## src/rtl/nb_cache_pkg.sv

```systemverilog
// Geometry, field types, packet structs and FSM encodings of the
// non-blocking read-only cache. Imported by every RTL module.
package nb_cache_pkg;

  localparam int ADDR_WIDTH  = 12;
  localparam int DATA_WIDTH  = 32;
  localparam int ID_WIDTH    = 4;
  localparam int SETS        = 16;
  localparam int BLOCK_WORDS = 4;

  // Word address split as {tag, index, offset}
  localparam int OFFSET_WIDTH = $clog2(BLOCK_WORDS);
  localparam int INDEX_WIDTH  = $clog2(SETS);
  localparam int TAG_WIDTH    = ADDR_WIDTH - INDEX_WIDTH - OFFSET_WIDTH;

  typedef logic [ADDR_WIDTH-1:0]   addr_t;
  typedef logic [DATA_WIDTH-1:0]   data_t;
  typedef logic [ID_WIDTH-1:0]     id_t;
  typedef logic [INDEX_WIDTH-1:0]  index_t;
  typedef logic [OFFSET_WIDTH-1:0] offset_t;
  typedef logic [TAG_WIDTH-1:0]    tag_t;

  // Load request, also the miss FIFO entry
  typedef struct packed {
    id_t   id;
    addr_t addr;
  } cache_req_s;

  typedef struct packed {
    logic    write;
    index_t  index;
    offset_t offset;
    data_t   data;
  } data_pkt_s;

  typedef struct packed {
    tag_t   tag;
    index_t index;
  } refill_cmd_s;

  typedef enum logic [1:0] {mhu_idle, mhu_probe, mhu_refill_wait, mhu_read} mhu_state_e;
  typedef enum logic [1:0] {dma_idle, dma_send, dma_recv} dma_state_e;

endpackage

```

## src/rtl/nb_cache_tag_lookup.sv

```systemverilog
// Tag lookup stage. Holds one request, checks it against the tag and
// valid arrays, then sends it to the data array or the miss FIFO.
// The MHU probes, invalidates and fills lines through a side port.
`timescale 1ns/1ps

module nb_cache_tag_lookup (
  input  logic                     clk_i,
  input  logic                     reset_i,
  input  logic                     v_i,
  input  nb_cache_pkg::cache_req_s req_i,
  output logic                     ready_o,
  input  logic                     read_grant_i,
  output logic                     read_v_o,
  output nb_cache_pkg::data_pkt_s  read_pkt_o,
  output nb_cache_pkg::id_t        read_id_o,
  input  logic                     miss_ready_i,
  output logic                     miss_v_o,
  output nb_cache_pkg::cache_req_s miss_entry_o,
  input  nb_cache_pkg::addr_t      probe_addr_i,
  input  logic                     inval_v_i,
  input  logic                     fill_v_i,
  output logic                     probe_hit_o
);
  import nb_cache_pkg::*;

  logic       req_v_r;
  cache_req_s req_r;
  logic [SETS-1:0] valid_r;
  tag_t       tag_r [SETS];

  index_t req_index, probe_index;
  tag_t   req_tag, probe_tag;
  logic   hit, done;

  assign req_index   = req_r.addr[OFFSET_WIDTH +: INDEX_WIDTH];
  assign req_tag     = req_r.addr[ADDR_WIDTH-1 -: TAG_WIDTH];
  assign probe_index = probe_addr_i[OFFSET_WIDTH +: INDEX_WIDTH];
  assign probe_tag   = probe_addr_i[ADDR_WIDTH-1 -: TAG_WIDTH];

  // Re-evaluated every cycle, so a held request sees MHU line updates
  assign hit         = valid_r[req_index] && (tag_r[req_index] == req_tag);
  assign probe_hit_o = valid_r[probe_index] && (tag_r[probe_index] == probe_tag);

  assign read_v_o   = req_v_r & hit;
  assign read_pkt_o = '{write: 1'b0, index: req_index,
                        offset: req_r.addr[OFFSET_WIDTH-1:0], data: '0};
  assign read_id_o  = req_r.id;

  assign miss_v_o     = req_v_r & ~hit;
  assign miss_entry_o = req_r;

  assign done    = hit ? read_grant_i : miss_ready_i;
  assign ready_o = ~req_v_r | done;

  always_ff @(posedge clk_i) begin
    if (reset_i) begin
      req_v_r <= 1'b0;
      valid_r <= '0;
    end else begin
      if (ready_o) begin
        req_v_r <= v_i;
      end
      if (inval_v_i) begin
        valid_r[probe_index] <= 1'b0;
      end else if (fill_v_i) begin
        valid_r[probe_index] <= 1'b1;
      end
    end
  end

  always_ff @(posedge clk_i) begin
    if (ready_o && v_i) begin
      req_r <= req_i;
    end
    if (fill_v_i) begin
      tag_r[probe_index] <= probe_tag;
    end
  end

  // MHU never invalidates and fills a line in the same cycle
  assert property (@(posedge clk_i) disable iff (reset_i) !(inval_v_i && fill_v_i));

endmodule

```

## src/rtl/nb_cache_miss_fifo.sv

```systemverilog
// In-order queue of missed requests between tag lookup and the MHU.
// Circular buffer of els_p entries with a valid/ready push side.
`timescale 1ns/1ps

module nb_cache_miss_fifo #(
  parameter int els_p = 4
) (
  input  logic                     clk_i,
  input  logic                     reset_i,
  input  logic                     v_i,
  input  nb_cache_pkg::cache_req_s entry_i,
  output logic                     ready_o,
  output logic                     v_o,
  output nb_cache_pkg::cache_req_s entry_o,
  input  logic                     yumi_i
);
  import nb_cache_pkg::*;

  localparam int ptr_width_lp   = (els_p > 1) ? $clog2(els_p) : 1;
  localparam int count_width_lp = $clog2(els_p + 1);

  cache_req_s mem_r [els_p];
  logic [ptr_width_lp-1:0]   rd_ptr_r, wr_ptr_r;
  logic [count_width_lp-1:0] count_r;
  logic push;

  assign ready_o = (count_r != count_width_lp'(els_p));
  assign v_o     = (count_r != '0);
  assign entry_o = mem_r[rd_ptr_r];
  assign push    = v_i & ready_o;

  always_ff @(posedge clk_i) begin
    if (reset_i) begin
      rd_ptr_r <= '0;
      wr_ptr_r <= '0;
      count_r  <= '0;
    end else begin
      if (push) begin
        wr_ptr_r <= (wr_ptr_r == ptr_width_lp'(els_p - 1)) ? '0 : wr_ptr_r + 1'b1;
      end
      if (yumi_i) begin
        rd_ptr_r <= (rd_ptr_r == ptr_width_lp'(els_p - 1)) ? '0 : rd_ptr_r + 1'b1;
      end
      case ({push, yumi_i})
        2'b10:   count_r <= count_r + 1'b1;
        2'b01:   count_r <= count_r - 1'b1;
        default: count_r <= count_r;
      endcase
    end
  end

  always_ff @(posedge clk_i) begin
    if (push) begin
      mem_r[wr_ptr_r] <= entry_i;
    end
  end

  // A miss refused while full is offered again unchanged
  assert property (@(posedge clk_i) disable iff (reset_i)
    v_i && !ready_o |=> $stable(entry_i));
  assert property (@(posedge clk_i) disable iff (reset_i) yumi_i |-> v_o);

endmodule

```

## src/rtl/nb_cache_mhu.sv

```systemverilog
// Miss handling unit. Serves the miss FIFO head one at a time:
// probe the line, refill it if absent, then read the word out.
`timescale 1ns/1ps

module nb_cache_mhu (
  input  logic                      clk_i,
  input  logic                      reset_i,
  input  logic                      head_v_i,
  input  nb_cache_pkg::cache_req_s  head_i,
  output logic                      head_yumi_o,
  output nb_cache_pkg::addr_t       probe_addr_o,
  input  logic                      probe_hit_i,
  output logic                      inval_v_o,
  output logic                      fill_v_o,
  output logic                      refill_v_o,
  output nb_cache_pkg::refill_cmd_s refill_cmd_o,
  input  logic                      refill_done_i,
  output logic                      read_v_o,
  output nb_cache_pkg::data_pkt_s   read_pkt_o,
  output nb_cache_pkg::id_t         read_id_o,
  input  logic                      read_grant_i
);
  import nb_cache_pkg::*;

  mhu_state_e state_r, state_n;

  assign probe_addr_o = head_i.addr;
  assign refill_cmd_o = '{tag: head_i.addr[ADDR_WIDTH-1 -: TAG_WIDTH],
                          index: head_i.addr[OFFSET_WIDTH +: INDEX_WIDTH]};
  assign read_pkt_o   = '{write: 1'b0, index: head_i.addr[OFFSET_WIDTH +: INDEX_WIDTH],
                          offset: head_i.addr[OFFSET_WIDTH-1:0], data: '0};
  assign read_id_o    = head_i.id;

  always_comb begin
    state_n     = state_r;
    inval_v_o   = 1'b0;
    fill_v_o    = 1'b0;
    refill_v_o  = 1'b0;
    read_v_o    = 1'b0;
    head_yumi_o = 1'b0;
    case (state_r)
      mhu_idle: begin
        if (head_v_i) state_n = mhu_probe;
      end
      mhu_probe: begin
        // Block may already be resident from an earlier miss
        if (probe_hit_i) begin
          state_n = mhu_read;
        end else begin
          inval_v_o  = 1'b1;
          refill_v_o = 1'b1;
          state_n    = mhu_refill_wait;
        end
      end
      mhu_refill_wait: begin
        if (refill_done_i) begin
          fill_v_o = 1'b1;
          state_n  = mhu_probe;
        end
      end
      mhu_read: begin
        read_v_o    = 1'b1;
        head_yumi_o = read_grant_i;
        if (read_grant_i) state_n = mhu_idle;
      end
      default: state_n = mhu_idle;
    endcase
  end

  always_ff @(posedge clk_i) begin
    if (reset_i) begin
      state_r <= mhu_idle;
    end else begin
      state_r <= state_n;
    end
  end

endmodule

```

## src/rtl/nb_cache_dma.sv

```systemverilog
// Refill engine. Sends one block request, then writes the returned
// words into the data array in offset order and reports done.
`timescale 1ns/1ps

module nb_cache_dma (
  input  logic                      clk_i,
  input  logic                      reset_i,
  input  logic                      cmd_v_i,
  input  nb_cache_pkg::refill_cmd_s cmd_i,
  output logic                      done_o,
  output nb_cache_pkg::addr_t       dma_addr_o,
  output logic                      dma_v_o,
  input  logic                      dma_yumi_i,
  input  nb_cache_pkg::data_t       dma_data_i,
  input  logic                      dma_data_v_i,
  output logic                      dma_data_ready_o,
  output logic                      write_v_o,
  output nb_cache_pkg::data_pkt_s   write_pkt_o
);
  import nb_cache_pkg::*;

  dma_state_e  state_r;
  refill_cmd_s cmd_r;
  offset_t     count_r;
  logic        done_r;

  assign dma_v_o          = (state_r == dma_send);
  assign dma_addr_o       = {cmd_r.tag, cmd_r.index, {OFFSET_WIDTH{1'b0}}};
  assign dma_data_ready_o = (state_r == dma_recv);
  assign done_o           = done_r;

  assign write_v_o   = dma_data_ready_o & dma_data_v_i;
  assign write_pkt_o = '{write: 1'b1, index: cmd_r.index, offset: count_r, data: dma_data_i};

  always_ff @(posedge clk_i) begin
    if (reset_i) begin
      state_r <= dma_idle;
      count_r <= '0;
      done_r  <= 1'b0;
    end else begin
      done_r <= 1'b0;
      case (state_r)
        dma_idle: if (cmd_v_i) state_r <= dma_send;
        dma_send: begin
          if (dma_yumi_i) begin
            state_r <= dma_recv;
            count_r <= '0;
          end
        end
        dma_recv: begin
          if (dma_data_v_i) begin
            count_r <= count_r + 1'b1;
            if (count_r == offset_t'(BLOCK_WORDS - 1)) begin
              state_r <= dma_idle;
              done_r  <= 1'b1;
            end
          end
        end
        default: state_r <= dma_idle;
      endcase
    end
  end

  always_ff @(posedge clk_i) begin
    if (state_r == dma_idle && cmd_v_i) begin
      cmd_r <= cmd_i;
    end
  end

  // Memory side streams words only after the block request was taken
  assert property (@(posedge clk_i) disable iff (reset_i) dma_data_v_i |-> state_r == dma_recv);

endmodule

```

## src/rtl/nb_cache_data_array.sv

```systemverilog
// Data storage with fixed-priority access: DMA writes, then MHU reads,
// then tag lookup reads. Read results land in the response register,
// which holds while the consumer withholds yumi.
`timescale 1ns/1ps

module nb_cache_data_array (
  input  logic                    clk_i,
  input  logic                    reset_i,
  input  logic                    dma_write_v_i,
  input  nb_cache_pkg::data_pkt_s dma_write_pkt_i,
  input  logic                    mhu_read_v_i,
  input  nb_cache_pkg::data_pkt_s mhu_read_pkt_i,
  input  nb_cache_pkg::id_t       mhu_read_id_i,
  input  logic                    tl_read_v_i,
  input  nb_cache_pkg::data_pkt_s tl_read_pkt_i,
  input  nb_cache_pkg::id_t       tl_read_id_i,
  output logic                    mhu_grant_o,
  output logic                    tl_grant_o,
  output logic                    v_o,
  output nb_cache_pkg::id_t       id_o,
  output nb_cache_pkg::data_t     data_o,
  input  logic                    yumi_i
);
  import nb_cache_pkg::*;

  data_t     mem_r [SETS*BLOCK_WORDS];
  logic      v_r;
  id_t       id_r;
  data_t     data_r;
  logic      stall;
  data_pkt_s rd_pkt;
  id_t       rd_id;

  // Unconsumed response blocks all reads, DMA keeps going
  assign stall = v_r & ~yumi_i;

  assign mhu_grant_o = mhu_read_v_i & ~dma_write_v_i & ~stall;
  assign tl_grant_o  = tl_read_v_i & ~mhu_read_v_i & ~dma_write_v_i & ~stall;

  assign rd_pkt = mhu_grant_o ? mhu_read_pkt_i : tl_read_pkt_i;
  assign rd_id  = mhu_grant_o ? mhu_read_id_i : tl_read_id_i;

  always_ff @(posedge clk_i) begin
    if (dma_write_v_i && dma_write_pkt_i.write) begin
      mem_r[{dma_write_pkt_i.index, dma_write_pkt_i.offset}] <= dma_write_pkt_i.data;
    end
    if (!stall) begin
      id_r   <= rd_id;
      data_r <= mem_r[{rd_pkt.index, rd_pkt.offset}];
    end
  end

  always_ff @(posedge clk_i) begin
    if (reset_i) begin
      v_r <= 1'b0;
    end else if (!stall) begin
      v_r <= mhu_grant_o | tl_grant_o;
    end
  end

  assign v_o    = v_r;
  assign id_o   = id_r;
  assign data_o = data_r;

endmodule

```

## src/rtl/nb_cache.sv

```systemverilog
// Non-blocking read-only direct-mapped cache.
// Hits are served in fixed time, misses queue up and return later by id.
`timescale 1ns/1ps

module nb_cache #(
  parameter int miss_fifo_els_p = 4
) (
  input  logic                     clk_i,
  input  logic                     reset_i,
  input  logic                     v_i,
  input  nb_cache_pkg::cache_req_s cache_req_i,
  output logic                     ready_o,
  output logic                     v_o,
  output nb_cache_pkg::id_t        id_o,
  output nb_cache_pkg::data_t      data_o,
  input  logic                     yumi_i,
  output nb_cache_pkg::addr_t      dma_addr_o,
  output logic                     dma_v_o,
  input  logic                     dma_yumi_i,
  input  nb_cache_pkg::data_t      dma_data_i,
  input  logic                     dma_data_v_i,
  output logic                     dma_data_ready_o
);
  import nb_cache_pkg::*;

  logic        tl_read_v, tl_grant, miss_v, miss_ready, probe_hit;
  data_pkt_s   tl_read_pkt;
  id_t         tl_read_id;
  cache_req_s  miss_entry, head;
  logic        head_v, head_yumi;
  addr_t       probe_addr;
  logic        inval_v, fill_v, refill_v, refill_done;
  refill_cmd_s refill_cmd;
  logic        mhu_read_v, mhu_grant;
  data_pkt_s   mhu_read_pkt;
  id_t         mhu_read_id;
  logic        dma_write_v;
  data_pkt_s   dma_write_pkt;

  nb_cache_tag_lookup tl0 (
    .clk_i, .reset_i, .v_i, .req_i(cache_req_i), .ready_o,
    .read_grant_i(tl_grant), .read_v_o(tl_read_v), .read_pkt_o(tl_read_pkt),
    .read_id_o(tl_read_id), .miss_ready_i(miss_ready), .miss_v_o(miss_v),
    .miss_entry_o(miss_entry), .probe_addr_i(probe_addr), .inval_v_i(inval_v),
    .fill_v_i(fill_v), .probe_hit_o(probe_hit)
  );

  nb_cache_miss_fifo #(.els_p(miss_fifo_els_p)) miss_fifo0 (
    .clk_i, .reset_i, .v_i(miss_v), .entry_i(miss_entry), .ready_o(miss_ready),
    .v_o(head_v), .entry_o(head), .yumi_i(head_yumi)
  );

  nb_cache_mhu mhu0 (
    .clk_i, .reset_i, .head_v_i(head_v), .head_i(head), .head_yumi_o(head_yumi),
    .probe_addr_o(probe_addr), .probe_hit_i(probe_hit), .inval_v_o(inval_v),
    .fill_v_o(fill_v), .refill_v_o(refill_v), .refill_cmd_o(refill_cmd),
    .refill_done_i(refill_done), .read_v_o(mhu_read_v), .read_pkt_o(mhu_read_pkt),
    .read_id_o(mhu_read_id), .read_grant_i(mhu_grant)
  );

  nb_cache_dma dma0 (
    .clk_i, .reset_i, .cmd_v_i(refill_v), .cmd_i(refill_cmd), .done_o(refill_done),
    .dma_addr_o, .dma_v_o, .dma_yumi_i, .dma_data_i, .dma_data_v_i, .dma_data_ready_o,
    .write_v_o(dma_write_v), .write_pkt_o(dma_write_pkt)
  );

  nb_cache_data_array data_array0 (
    .clk_i, .reset_i, .dma_write_v_i(dma_write_v), .dma_write_pkt_i(dma_write_pkt),
    .mhu_read_v_i(mhu_read_v), .mhu_read_pkt_i(mhu_read_pkt), .mhu_read_id_i(mhu_read_id),
    .tl_read_v_i(tl_read_v), .tl_read_pkt_i(tl_read_pkt), .tl_read_id_i(tl_read_id),
    .mhu_grant_o(mhu_grant), .tl_grant_o(tl_grant), .v_o, .id_o, .data_o, .yumi_i
  );

endmodule

```

## config.mk

```make
export PLATFORM = sky130hd
export DESIGN_NAME = nb_cache
export DESIGN_NICKNAME = d
export VERILOG_FILES = /design/src/rtl/nb_cache_pkg.sv /design/src/rtl/nb_cache_tag_lookup.sv /design/src/rtl/nb_cache_miss_fifo.sv /design/src/rtl/nb_cache_mhu.sv /design/src/rtl/nb_cache_dma.sv /design/src/rtl/nb_cache_data_array.sv /design/src/rtl/nb_cache.sv
export SDC_FILE = /design/constraint.sdc
export NUM_CORES = 2
export LEC_CHECK = 0
export BUFFER_PORTS_ARGS = -buffer_cell sky130_fd_sc_hd__buf_2
export CAP_MARGIN = 10
export CELL_PAD_IN_SITES_DETAIL_PLACEMENT = 1
export CELL_PAD_IN_SITES_GLOBAL_PLACEMENT = 1
export CORE_ASPECT_RATIO = 1.4
export CORE_MARGIN = 2
export CORE_UTILIZATION = 48
export DETAILED_ROUTE_END_ITERATION = 6
export HOLD_SLACK_MARGIN = 0.1
export PLACE_DENSITY_LB_ADDON = 0.08
export SETUP_SLACK_MARGIN = 0.15
export SLEW_MARGIN = 20
export SYNTH_ARGS = -nofsm -noshare
export SYNTH_HDL_FRONTEND = slang
export SYNTH_SLANG_ARGS = --single-unit
```

## constraint.sdc

```tcl
create_clock -name clk_i -period 4.2 [get_ports clk_i]
set_input_delay 0.21 -clock clk_i [delete_from_list [all_inputs] [get_ports clk_i]]
set_output_delay 0.21 -clock clk_i [all_outputs]
set_load 0.01 [all_outputs]
```

==> results.md <==
- Core area: 191000 um^2
- Leakage: 35.3 nW
- Fmax: 0.236 GHz
- First-pass GRT wire length: 424000 um
- Worst Hold Depth: 3
- Failing checks: negative setup slack
- Slew Viols, Final: 0
- Max-cap violations: 0
- R2R setup slack: 0.24 ns
- Clock sink count: 2308
- Number of synthesized register bits: 2308
- Routed wire length: 294000 um
- Share of cells above drive strength 1: 0.145
- CP Capture Type: primary output
- Most area-hungry cell type in the Yosys netlist: edfxtp_1
- Async set-reset flop share out of synthesis: 0
- Crit Reg-Reg Endpoint: miss_fifo0.count_r[2]
- Setup ws final: -0.0305 ns
- Clk slew on worst S/H paths: 0.06 ns
- EDFF count, synth: 2270
- Buffers & Inverters on Critical Path: 4
- Clk Latency, worst-skew pair: 0.89 ns
- Placed inst area: 98900 um^2
- Initial DRC Count: 5710
- Pwr dens: 460 nW/um^2
- Final count of negative-setup-slack endpoints: 1
- Sequence of cells on the critical path: buf_16 -> buf_16 -> mux4_2 -> mux4_2 -> xor2_1 -> nor4_4 -> buf_4 -> mux2_4 -> nand2b_4 -> buf_6
- Largest net degree at the start of global routing: 100
- CTS Root Cell: clkbuf_16
- DP Cell Count: 8824
- Antenna violations before repair: 10
- Worst relative slew slack: 0.284
- DRC Markers: 0
- Worst hold margin: 0.168 ns
- Htree depth: 4
- Synth cell types: 53
- # rows: 190
- Synth top area share: 0.737
- WL per Instance: 31.5 um
- Unrepaired setup endpoints after global routing: true
- Die Ht: 523 um
- Critical Path RT: 3.99 ns
- Fin. Hold Viols: 0
- DRT antenna net count: 0
- M1 GR Usage: 0.375
- Vias in the first global route: 61600
- Hold Crit Class: in -> reg
- TritonRoute pass-1 iters: 5
- Final nets: 6698
- Synth warnings: 0
- Status: finished, violations left
- Critical path data arrival time: approximately 4 ns
- Met3 GRT Util: 0.0359
- Critical-path maximum fanout: 7
- IO Port Bufs: 103
- GPL Wtd Cong: 0.859
- Maximum vdd drop: 370 uV
- Worst slew pin tran: 1.07 ns
- Die Footprint: 196000 um^2
- Met2 Resource Use GR: 0.509
- Worst path max stage delay: about 0.50 ns
- Detailed placer's ending HPWL: around 170000 um
- Post-synthesis sequential area ratio: 0.745
- Fin cells: 9314
- Starting density of the core: 0.483
- Top cells by area, synth: edfxtp_1, a211oi_1, nand2_1, and3_1, a311oi_1
- Worst R2R Path Depth: 16
- Slowest CP cell: mux4_2
- Design Power: 49.1 mW
- Grt ovf: 0
- Post-Syn Area per Cell: between 10 and 15 um^2
- Element type at the critical path start: flop
- Synthesized cell area: 92500 um^2
- Die span in x: 375 um
- Top FF cell, synth: edfxtp_1
- Gr usage total: 0.297
- Synth Instances: 6338
- I/O Pins: about 110
- Layout area overhead: 15.3%
- CTS tree: built
- Part of the cycle the worst path needs: 1.01
- Max Buffers Root-to-Sink: 4
- Num CTS Buffers: 225
- Clk_skew: ~0.074 ns
- Top cell family by delay on the critical path: multiplexers
- Post-route setup TNS: -0.0305 ns
- GRT busiest layer: met2
- WS Path Type: reg -> out
- Fin area: 107000 um^2
- Min Tclk post-route: 4.23 ns
- HP Start: cache_req_i[3]
- Via/cell ratio: 6.41
- Via count: 59700
routing by layer:
metal / wire length (um) / part of all wire
met1: 115000 / 0.39
met2: 147000 / 0.50
met3: 16900 / 0.057
met4: 15000 / 0.051
met5: 0 / 0
power by group:
group	total, mW	leakage, nW	internal (mW)	switching [mW]
sequential	25.6	20.8	25.4	0.151
combinational	4.34	11.2	1.40	2.94
clock	19.2	3.29	10.5	8.63
total	49.1	35.3	37.4	11.7
cell type report:
cell class,count,area (um^2)
Timing Repair Buffer,611,5710
Fill cell,17900,84700
Inverter,18,67.6
Clock inverter,116,837
Tap cell,2496,3120
Antenna cell,12,30.0
Multi-Input combinational cell,3469,22000
Sequential cell,2308,68900
Clock buffer,284,5890
synthesized netlist by cell type, drive strengths merged, types with 2 or more instances:
library cell	count
a211oi	753
a21o	3
a21oi	268
a221oi	6
a22o	5
a22oi	10
a311oi	256
a31oi	258
and2	8
and3	513
buf	62
clkbuf	482
dfxtp	38
edfxtp	2270
ha	10
inv	18
mux2	13
mux2i	50
mux4	58
nand2	1050
nand2b	7
nand3	12
nand3b	4
nand4	3
nor2	123
nor2b	8
nor3	6
nor3b	2
o21ai	7
or3	3
xnor2	6
xor2	13
cells in the final DEF, fill, tap and decap left out, types with 13 or more instances in the layout:
master	netlist	routed
dlygate4sd3_1	0	70
dfxtp_1	38	37
clkbuf_1	482	57
a211oi_1	753	750
nor2_1	123	58
buf_2	30	102
mux4_2	58	58
edfxtp_1	2270	2270
and3_1	513	513
mux2i_1	49	45
nand2_1	1050	1049
nor2_4	0	64
clkinv_2	0	37
a31oi_1	258	258
buf_12	0	91
a311oi_1	256	256
clkinv_1	0	56
inv_1	17	16
a21oi_1	268	266
xor2_1	13	13
clkbuf_16	0	228
buf_4	9	344
worst max-delay path by stage:
stage	to	slack [ns]	startpoint	depth (start not counted)
2_1_floorplan	miss_fifo0.count_r[2]	0.27	flop	15
3_3_place_gp	miss_fifo0.count_r[2]	-0.47	flop	17
3_5_place_dp	miss_fifo0.count_r[2]	-0.41	flop	15
4_1_cts	ready_o	-0.23	flop	10
5_1_grt	ready_o	-0.09	flop	10
6_report	ready_o	-0.03	flop	10
flip-flops by register name, indices dropped and copies added (netlist names), 2 cells and up, named ones only:
register	flops
data_array0.data_o	32
data_array0.id_o	4
data_array0.mem_r	2048
dma0.count_r	2
dma0.dma_addr_o	10
dma0.state_r	2
mhu0.state_r	2
miss_fifo0.count_r	3
miss_fifo0.mem_r	64
miss_fifo0.rd_ptr_r	2
miss_fifo0.wr_ptr_r	2
tl0.miss_entry_o	12
tl0.read_id_o	4
tl0.tag_r	96
repair_timing:
| item | 4_1_cts | 5_1_grt |
|---|---|---|
| gates resized for setup | 15 | 9 |
| setup endpoints to repair | 92 | 8 |
| gates cloned | 1 | 1 |
| endpoints found under the hold margin | 1306 | 0 |
| setup buffers | 4 | 2 |
| hold buffers | 70 | 0 |
| pin swaps | 6 | 3 |
cell families after synthesis:
family / Yosys count / share of synthesized area
xor gates and xnor gates: 19 / 0.00180
and+or+nand+nor: 1743 / 0.0861
other: 1 / 0.0000405
adders and majority gates: 11 / 0.00157
buffers and inverters: 562 / 0.0236
muxes: 121 / 0.0212
AOI/OAI and AO/OA: 1573 / 0.121
DFF: 2308 / 0.745
per-stage QoR:
step / util / setup slack (ns)
finish: 0.557 / -0.0305
global placement: 0.517 / -0.468
detailed placement: 0.517 / -0.409
floorplan: - / 0.271
CTS: 0.557 / -0.232
global route: 0.557 / -0.0949
worst reg2reg max path, cell delays in order, from the launching register on:
cell	delay, ns
dfxtp_4	0.39
buf_16	0.16
buf_16	0.14
mux4_2	0.50
mux4_2	0.48
xor2_1	0.20
nor4_4	0.48
buf_4	0.21
buf_4	0.11
nor2_2	0.04
inv_1	0.06
ha_2	0.18
inv_2	0.04
fa_2	0.32
xor2_1	0.15
or3_1	0.30
a21oi_1	0.12
(Power assumes the default switching activity.)
